--- src/rtl/drum_pkg.sv ---
package drum_pkg;

	typedef logic signed [17:0] sample_t;	// displacement, fixed point

	localparam int patch_dim  = 4;	// nodes per side
	localparam int node_count = 16;	// nodes in the patch

	typedef logic [3:0] node_addr_t;	// row * 4 + column

	// logical time levels, mapped onto physical banks by the memory
	typedef enum logic [1:0] {
		level_prev = 2'd0,
		level_cur  = 2'd1,
		level_next = 2'd2
	} level_t;

	typedef struct packed {
		logic       req;	// request flag
		logic       we;	// write enable
		level_t     level;
		node_addr_t addr;
		sample_t    wdata;
	} mem_req_t;

	typedef struct packed {
		sample_t right;
		sample_t left;
		sample_t up;
		sample_t down;
	} boundary_t;

	typedef struct packed {
		sample_t u_prev;
		sample_t u_cur;
		sample_t right;
		sample_t left;
		sample_t up;
		sample_t down;
	} neighbours_t;

	typedef enum logic [2:0] {
		s_idle, s_read, s_collect, s_compute, s_write, s_rotate, s_done
	} sweep_state_t;

	typedef enum logic [2:0] {
		h_idle, h_wr_cur, h_wr_prev, h_rd, h_rd_wait
	} host_state_t;

endpackage
--- src/rtl/drum_patch.sv ---
`timescale 1ns/1ps

module drum_patch import drum_pkg::*; #(
	parameter int frac_bits = 17
) (
	input  logic       clock,
	input  logic       reset,
	input  logic       start,
	input  sample_t    rho,
	input  boundary_t  edges,
	input  logic       load,
	input  logic       read,
	input  node_addr_t host_addr,
	input  sample_t    host_data,
	output logic       busy,
	output logic       done,
	output logic       host_busy,
	output sample_t    read_data,
	output logic       read_valid
);

	mem_req_t    host_req;
	mem_req_t    sweep_req;
	mem_req_t    mem_req;
	logic        host_grant;
	logic        sweep_grant;
	sample_t     rdata;	// shared read bus
	logic        rotate;
	logic        launch;
	neighbours_t nb;
	sample_t     u_next;
	logic        u_next_valid;

	host_port u_host (
		.clock, .reset, .load, .read, .host_addr, .host_data,
		.mem_req(host_req), .grant(host_grant), .rdata,
		.host_busy, .read_data, .read_valid
	);

	patch_sweeper u_sweep (
		.clock, .reset, .start, .edges,
		.mem_req(sweep_req), .grant(sweep_grant), .rdata,
		.launch, .nb, .u_next, .u_next_valid,
		.rotate, .busy, .done
	);

	mem_arbiter u_arb (
		.host_req, .sweep_req, .host_grant, .sweep_grant, .mem_req
	);

	state_memory u_mem (
		.clock, .reset, .req(mem_req), .rotate, .rdata
	);

	node_update #(
		.frac_bits(frac_bits)
	) u_update (
		.clock, .reset, .launch, .rho, .nb, .u_next, .u_next_valid
	);

endmodule

--- src/rtl/host_port.sv ---
`timescale 1ns/1ps

module host_port import drum_pkg::*; (
	input  logic       clock,
	input  logic       reset,
	input  logic       load,
	input  logic       read,
	input  node_addr_t host_addr,
	input  sample_t    host_data,
	output mem_req_t   mem_req,
	input  logic       grant,
	input  sample_t    rdata,
	output logic       host_busy,
	output sample_t    read_data,
	output logic       read_valid
);

	host_state_t state;
	node_addr_t  addr_q;
	sample_t     data_q;
	sample_t     read_hold;	// last returned value

	always_comb begin
		mem_req      = '0;
		mem_req.addr = addr_q;
		case (state)
			h_wr_cur: begin
				mem_req.req   = 1'b1;
				mem_req.we    = 1'b1;
				mem_req.level = level_cur;
				mem_req.wdata = data_q;
			end
			h_wr_prev: begin
				mem_req.req   = 1'b1;
				mem_req.we    = 1'b1;
				mem_req.level = level_prev;	// wdata stays zero
			end
			h_rd: begin
				mem_req.req   = 1'b1;
				mem_req.level = level_cur;
			end
			default: ;
		endcase
	end

	assign host_busy  = (state != h_idle);
	assign read_valid = (state == h_rd_wait);
	assign read_data  = read_valid ? rdata : read_hold;

	always_ff @(posedge clock) begin
		if (!reset) begin
			state <= h_idle;
		end else begin
			case (state)
				h_idle: begin
					if (load)
						state <= h_wr_cur;
					else if (read)
						state <= h_rd;
				end
				h_wr_cur:  if (grant) state <= h_wr_prev;
				h_wr_prev: if (grant) state <= h_idle;
				h_rd:      if (grant) state <= h_rd_wait;
				default:   state <= h_idle;
			endcase
		end
	end

	always_ff @(posedge clock) begin
		if (state == h_idle && (load || read)) begin
			addr_q <= host_addr;
			data_q <= host_data;
		end
		if (state == h_rd_wait)
			read_hold <= rdata;
	end

endmodule

--- src/rtl/patch_sweeper.sv ---
`timescale 1ns/1ps

module patch_sweeper import drum_pkg::*; (
	input  logic        clock,
	input  logic        reset,
	input  logic        start,
	input  boundary_t   edges,
	output mem_req_t    mem_req,
	input  logic        grant,
	input  sample_t     rdata,
	output logic        launch,
	output neighbours_t nb,
	input  sample_t     u_next,
	input  logic        u_next_valid,
	output logic        rotate,
	output logic        busy,
	output logic        done
);

	localparam logic [2:0] last_slot = 3'd5;

	sweep_state_t state;
	node_addr_t   node;
	logic [2:0]   slot;	// prev, cur, right, left, up, down
	logic [1:0]   row;
	logic [1:0]   col;
	logic         outside;	// slot lies beyond the patch edge
	node_addr_t   slot_addr;
	level_t       slot_level;
	sample_t      slot_value;
	logic         store;

	assign row = node[3:2];
	assign col = node[1:0];

	always_comb begin
		outside    = 1'b0;
		slot_addr  = node;
		slot_level = level_cur;
		slot_value = rdata;
		case (slot)
			3'd0: slot_level = level_prev;
			3'd1: ;
			3'd2: begin
				outside    = (col == 2'(patch_dim - 1));
				slot_addr  = node + 4'd1;
				slot_value = outside ? edges.right : rdata;
			end
			3'd3: begin
				outside    = (col == 2'd0);
				slot_addr  = node - 4'd1;
				slot_value = outside ? edges.left : rdata;
			end
			3'd4: begin
				outside    = (row == 2'd0);
				slot_addr  = node - node_addr_t'(patch_dim);
				slot_value = outside ? edges.up : rdata;
			end
			default: begin
				outside    = (row == 2'(patch_dim - 1));
				slot_addr  = node + node_addr_t'(patch_dim);
				slot_value = outside ? edges.down : rdata;
			end
		endcase
	end

	always_comb begin
		mem_req = '0;
		if (state == s_read) begin
			mem_req.req   = !outside;	// edge slots skip the memory
			mem_req.level = slot_level;
			mem_req.addr  = slot_addr;
		end else if (state == s_write) begin
			mem_req.req   = 1'b1;
			mem_req.we    = 1'b1;
			mem_req.level = level_next;
			mem_req.addr  = node;
			mem_req.wdata = u_next;
		end
	end

	assign store  = (state == s_collect) || (state == s_read && outside);
	assign rotate = (state == s_rotate);
	assign done   = (state == s_done);
	assign busy   = (state != s_idle) && (state != s_done);

	always_ff @(posedge clock) begin
		if (!reset) begin
			state  <= s_idle;
			node   <= '0;
			slot   <= '0;
			launch <= 1'b0;
		end else begin
			launch <= 1'b0;
			case (state)
				s_idle, s_done: begin
					state <= s_idle;
					if (start) begin
						node  <= '0;
						slot  <= '0;
						state <= s_read;
					end
				end
				s_read: begin
					if (outside || grant)
						state <= outside ? s_read : s_collect;	// wait one cycle for rdata
					if (outside && slot == last_slot) begin
						launch <= 1'b1;
						state  <= s_compute;
					end else if (outside) begin
						slot <= slot + 3'd1;
					end
				end
				s_collect: begin
					if (slot == last_slot) begin
						launch <= 1'b1;
						state  <= s_compute;
					end else begin
						slot  <= slot + 3'd1;
						state <= s_read;
					end
				end
				s_compute: if (u_next_valid) state <= s_write;
				s_write: begin
					if (grant) begin
						slot <= '0;
						if (node == node_addr_t'(node_count - 1)) begin
							state <= s_rotate;
						end else begin
							node  <= node + 4'd1;
							state <= s_read;
						end
					end
				end
				s_rotate: state <= s_done;
				default: state <= s_idle;
			endcase
		end
	end

	always_ff @(posedge clock) begin
		if (store) begin
			case (slot)
				3'd0:    nb.u_prev <= slot_value;
				3'd1:    nb.u_cur  <= slot_value;
				3'd2:    nb.right  <= slot_value;
				3'd3:    nb.left   <= slot_value;
				3'd4:    nb.up     <= slot_value;
				default: nb.down   <= slot_value;
			endcase
		end
	end

endmodule

--- src/rtl/mem_arbiter.sv ---
`timescale 1ns/1ps

module mem_arbiter import drum_pkg::*; (
	input  mem_req_t host_req,
	input  mem_req_t sweep_req,
	output logic     host_grant,
	output logic     sweep_grant,
	output mem_req_t mem_req
);

	// host has fixed priority, the sweeper only gets idle cycles
	always_comb begin
		host_grant  = host_req.req;
		sweep_grant = sweep_req.req && !host_req.req;
		if (host_req.req)
			mem_req = host_req;
		else if (sweep_req.req)
			mem_req = sweep_req;
		else
			mem_req = '0;	// no access this cycle
	end

endmodule

--- src/rtl/state_memory.sv ---
`timescale 1ns/1ps

module state_memory import drum_pkg::*; (
	input  logic     clock,
	input  logic     reset,
	input  mem_req_t req,
	input  logic     rotate,
	output sample_t  rdata
);

	sample_t    mem [3][node_count];
	logic [1:0] cur_bank;	// physical bank holding level_cur
	logic [1:0] bank;

	// next sits one bank above cur, prev one below, modulo 3
	function automatic logic [1:0] bank_of(input logic [1:0] ptr, input level_t level);
		logic [1:0] off;
		logic [2:0] sum;
		case (level)
			level_cur:  off = 2'd0;
			level_next: off = 2'd1;
			default:    off = 2'd2;
		endcase
		sum = {1'b0, ptr} + {1'b0, off};
		bank_of = (sum >= 3'd3) ? 2'(sum - 3'd3) : sum[1:0];
	endfunction

	assign bank = bank_of(cur_bank, req.level);

	always_ff @(posedge clock) begin
		if (!reset) begin
			cur_bank <= 2'd0;
		end else if (rotate) begin
			cur_bank <= (cur_bank == 2'd2) ? 2'd0 : cur_bank + 2'd1;	// next becomes cur
		end
	end

	always_ff @(posedge clock) begin
		if (req.req) begin
			if (req.we)
				mem[bank][req.addr] <= req.wdata;	// mapping before any rotate
			else
				rdata <= mem[bank][req.addr];
		end
	end

endmodule

--- src/rtl/node_update.sv ---
`timescale 1ns/1ps

module node_update import drum_pkg::*; #(
	parameter int frac_bits = 17
) (
	input  logic        clock,
	input  logic        reset,
	input  logic        launch,
	input  sample_t     rho,
	input  neighbours_t nb,
	output sample_t     u_next,
	output logic        u_next_valid
);

	localparam sample_t sample_max = 18'sh1ffff;
	localparam sample_t sample_min = -18'sh20000;

	logic signed [20:0] lap;	// neighbour sum minus 4 * u_cur
	logic signed [38:0] prod;
	logic signed [38:0] scaled;
	logic signed [40:0] total;	// full width before saturation
	sample_t            sat;

	always_comb begin
		lap = 21'(nb.right) + 21'(nb.left) + 21'(nb.up) + 21'(nb.down)
			- (21'(nb.u_cur) <<< 2);
		prod   = 39'(lap) * 39'(rho);
		scaled = prod >>> frac_bits;	// drop rho fraction
		total  = 41'(scaled) + (41'(nb.u_cur) <<< 1) - 41'(nb.u_prev);
		if (total > 41'(sample_max))
			sat = sample_max;
		else if (total < 41'(sample_min))
			sat = sample_min;
		else
			sat = total[17:0];
	end

	always_ff @(posedge clock) begin
		if (!reset) begin
			u_next_valid <= 1'b0;
		end else begin
			u_next_valid <= launch;	// one cycle latency
		end
	end

	always_ff @(posedge clock) begin
		if (launch)
			u_next <= sat;	// held until the next launch
	end

endmodule

--- config.mk ---
export PLATFORM = sky130hd
export DESIGN_NAME = drum_patch
export DESIGN_NICKNAME = d
export VERILOG_FILES = /design/src/rtl/drum_pkg.sv /design/src/rtl/drum_patch.sv /design/src/rtl/host_port.sv /design/src/rtl/patch_sweeper.sv /design/src/rtl/mem_arbiter.sv /design/src/rtl/state_memory.sv /design/src/rtl/node_update.sv
export SDC_FILE = /design/constraint.sdc
export NUM_CORES = 2
export LEC_CHECK = 0
export ABC_AREA = 1
export BUFFER_PORTS_ARGS = -buffer_cell sky130_fd_sc_hd__buf_4
export CAP_MARGIN = 20
export CORE_MARGIN = 2
export CORE_UTILIZATION = 40
export DETAILED_ROUTE_END_ITERATION = 8
export PLACE_DENSITY = 0.65
export SLEW_MARGIN = 0
export SYNTH_ARGS = -nofsm -noshare
export SYNTH_HDL_FRONTEND = slang
export SYNTH_HIERARCHICAL = 1
export SYNTH_SLANG_ARGS = --single-unit
--- constraint.sdc ---
create_clock -name clock -period 13.8 [get_ports clock]
set_input_delay 2.76 -clock clock [delete_from_list [all_inputs] [get_ports clock]]
set_output_delay 2.76 -clock clock [all_outputs]
set_load 0.005 [all_outputs]
==> summary.md <==
| Metric | Value |
|---|---|
| Critical Path Stages | 45 |
| Reg2Reg Depth | 45 |
| Drt first-iter violations | 4593 |
| Critical path's most frequent cell | fa_1 |
| Worst Tran Pin Value | 1160 ps |
| Resize count post-CTS | 0 |
| CP Data Arrival Time | 13320 ps |
| DP HPWL | 123000 microns |
| Hold Crit Depth | 2 |
| Largest area contributor in the netlist | edfxtp_1 |
| Sequential-to-total area share from yosys stat | 50.3% |
| Largest net degree at the start of global routing | 174 |
| Core ar. | 156000 sq um |
| Status | finished clean |
| Min-Delay Path Class | flip-flop to flip-flop |
| Main area contributors after synthesis | edfxtp_1 (49%), fa_1 (14%), nand2_1 (9.7%), nand3_1 (7.2%), inv_1 (4.9%) |
| Standard-cell rows | 145 |
| Port Buffers | 138 |
| Endpoints failing setup | 0 |
| MaxCap Viol Count | 0 |
| Routed via count | 45.3k |
| Clock Latency Late Sink | 750 ps |
| Die height | 401 microns |
| Mapped cell area | 62900 sq um |
| Mapped Nets | 7085 |
| Critical Path RT | 14240 ps |
| Async set or reset register ratio after synthesis | 0% |
| Clock root buffer | clkbuf_16 |
| CP Buf/Inv Count | 8 |
| Crit end category | flip-flop |
| Critical Path Max Stage Delay | 990 ps |
| First-pass GRT wire length | 276000 microns |
| CTS tree | done |
| Area occupied by registers | 31600 sq um |
| Most common cell after layout, fill and taps aside | nand2_1 |
| Crit path max fanout | 17 |
| Layout Nets | 7159 |
| Clock sink count | 1065 |
| Yosys reg bits | 1065 |
| Slew HR | 22.7% |
| Post-synth top area share | 49.2% |
| Peak Freq | 0.0776 GHz |
| Critical Path Start Type | flip-flop |
| Number of global-route vias before repair | 45.5k |
| Area taken by multi-input logic gates | 26900 sq um |
| H-Tree Depth | 3 |
| Routed wire length per instance | 21.2 microns |
| Slew Viols, Final | 0 |
| Worst Skew | 66.0 ps |
| Crit-path slowest cell | fa_1 |
| Setup bufs post-CTS | 0 |
| Syn avg cell area | 9.88 sq um |
| Reg clk slew, reported paths | 70 ps |
| TNS Setup | 0 ps |
| Hold Violations, Final | 0 |
| Residual DRC count | 0 |
| Setup CP Type | flip-flop to flip-flop |
| Drt pass-1 iters | 6 |
| # diodes | 0 |
| CTS buffer count | 107 |
| Unique masters post-synth | 59 |
| Die W | 401 microns |
| Aggregate global-route resource usage | 22.5% |
| Ys flop type | edfxtp_1 |
| Min Tclk post-route | 12880 ps |
| Post-Synthesis Cells | 6367 |
| Vias per inst | 5.27 |
| Hold_buf cts | 0 |
| Die area | 160000 sq um |
| Final wirelength | 182000 microns |
| ANT nets after route | 0 |
| Post-synth EDFFs | 1030 |
| Fin crit share | 93.4% |
| Initial core utilization | 40.3% |
| Yosys warns | 6 |
| Layout fillers | 14.6k |
| Area Overhead vs Synth | 11.3% |
| Layout cells sized above 1 | 8.66% |
| Most frequent cells in the layout | nand2_1 (1607), edfxtp_1 (1030), nand3_1 (909) |
| Grt total ovfl | 0 |
| GPL Wtd Cong | 0.950 |
| Unrepaired setup endpoints after global routing | false |
| Initial antenna violation count | 9 |
| CP top delay family | adder cells |
| # IOs | 139 |
| CTS max path bufs | 3 |
[worst register-to-register path: cells and delay by family, from the launching register on]
family        cells  cell delay (ps)
simple gates     23             4220
fa+ha+maj        13             6860
buf+inv           8              740
flops             1              540
xor+xnor          1              260
[per-stage QoR]
step	cells	setup slack (ps)	cell area, sq um	util (%)	hold slack [ps]
6_report	8592	915	70000	44.8	446
5_1_grt	8592	42.9	70000	44.8	467
4_1_cts	8580	828	69800	44.7	447
3_5_place_dp	8378	872	66100	42.3	430
3_3_place_gp	8376	1080	66100	42.3	427
2_1_floorplan	6367	2910	62900	-	437
[logic make-up (layout without fill, tap and decap cells)]
family / after synthesis / in the layout / share of synthesized area, %
DFF: 1065 / 1065 / 50.3
AOI/OAI and AO/OA: 228 / 228 / 2.12
xor gates and xnor gates: 66 / 66 / 0.943
other: 1 / 1 / 0.00596
buffers and inverters: 1143 / 1310 / 7.30
and+or+nand+nor: 3263 / 3263 / 22.0
adders and majority gates: 601 / 601 / 17.3
[synth_stat cells (all sizes together) (35+ instances only)]
cell type	number
nand2	1660
edfxtp	1030
nand3	922
inv	847
nor2	599
fa	450
ha	151
clkbuf	144
buf	143
a21oi	94
o21ai	66
nand4	37
dfxtp	35
[layout make-up]
type	count	area share [%]
Sequential cell	1065	45.2
Inverter	856	4.61
Clock buffer	143	4.21
Tap cell	2058	3.68
Clock inverter	59	1.00
Timing Repair Buffer	252	2.95
Multi-Input combinational cell	4159	38.4
[state kept, by name (all words and copies together), names as in the netlist]
signal                 count
u_mem/mem                864
u_sweep/nb               108
u_host/data_q             18
u_host/read_hold          18
u_mem/rdata               18
u_update/u_next           18
u_host/addr_q              4
u_sweep/node               4
u_host/state               3
u_sweep/slot               3
u_sweep/state              3
u_mem/cur_bank             2
u_sweep/launch             1
u_update/u_next_valid      1
[path summary, 6_finish.rpt]
| kind | start | endpoint | slack (ps) |
|---|---|---|---|
| min | u_host/read_hold[15] | u_host/read_hold[15] | 450 |
| max reg2reg | u_sweep/nb[89] | u_update/u_next[6] | 920 |
| min reg2reg | u_host/read_hold[15] | u_host/read_hold[15] | 450 |
| max | u_sweep/nb[89] | u_update/u_next[6] | 920 |
[routing by layer]
metal / track usage [%] / part of all wire (%) / vias up
met4: 9.14 / 3.9 / 8
met1: 29.4 / 40 / 22200
li1: - / - / 20800
met3: 5.63 / 9.9 / 361
met5: 0 / 0.030 / -
met2: 35.9 / 46 / 1937
Power is left out: the tool's default activity adds up to more than one toggle a clock period on the data nets, which glitch-free logic cannot reach.
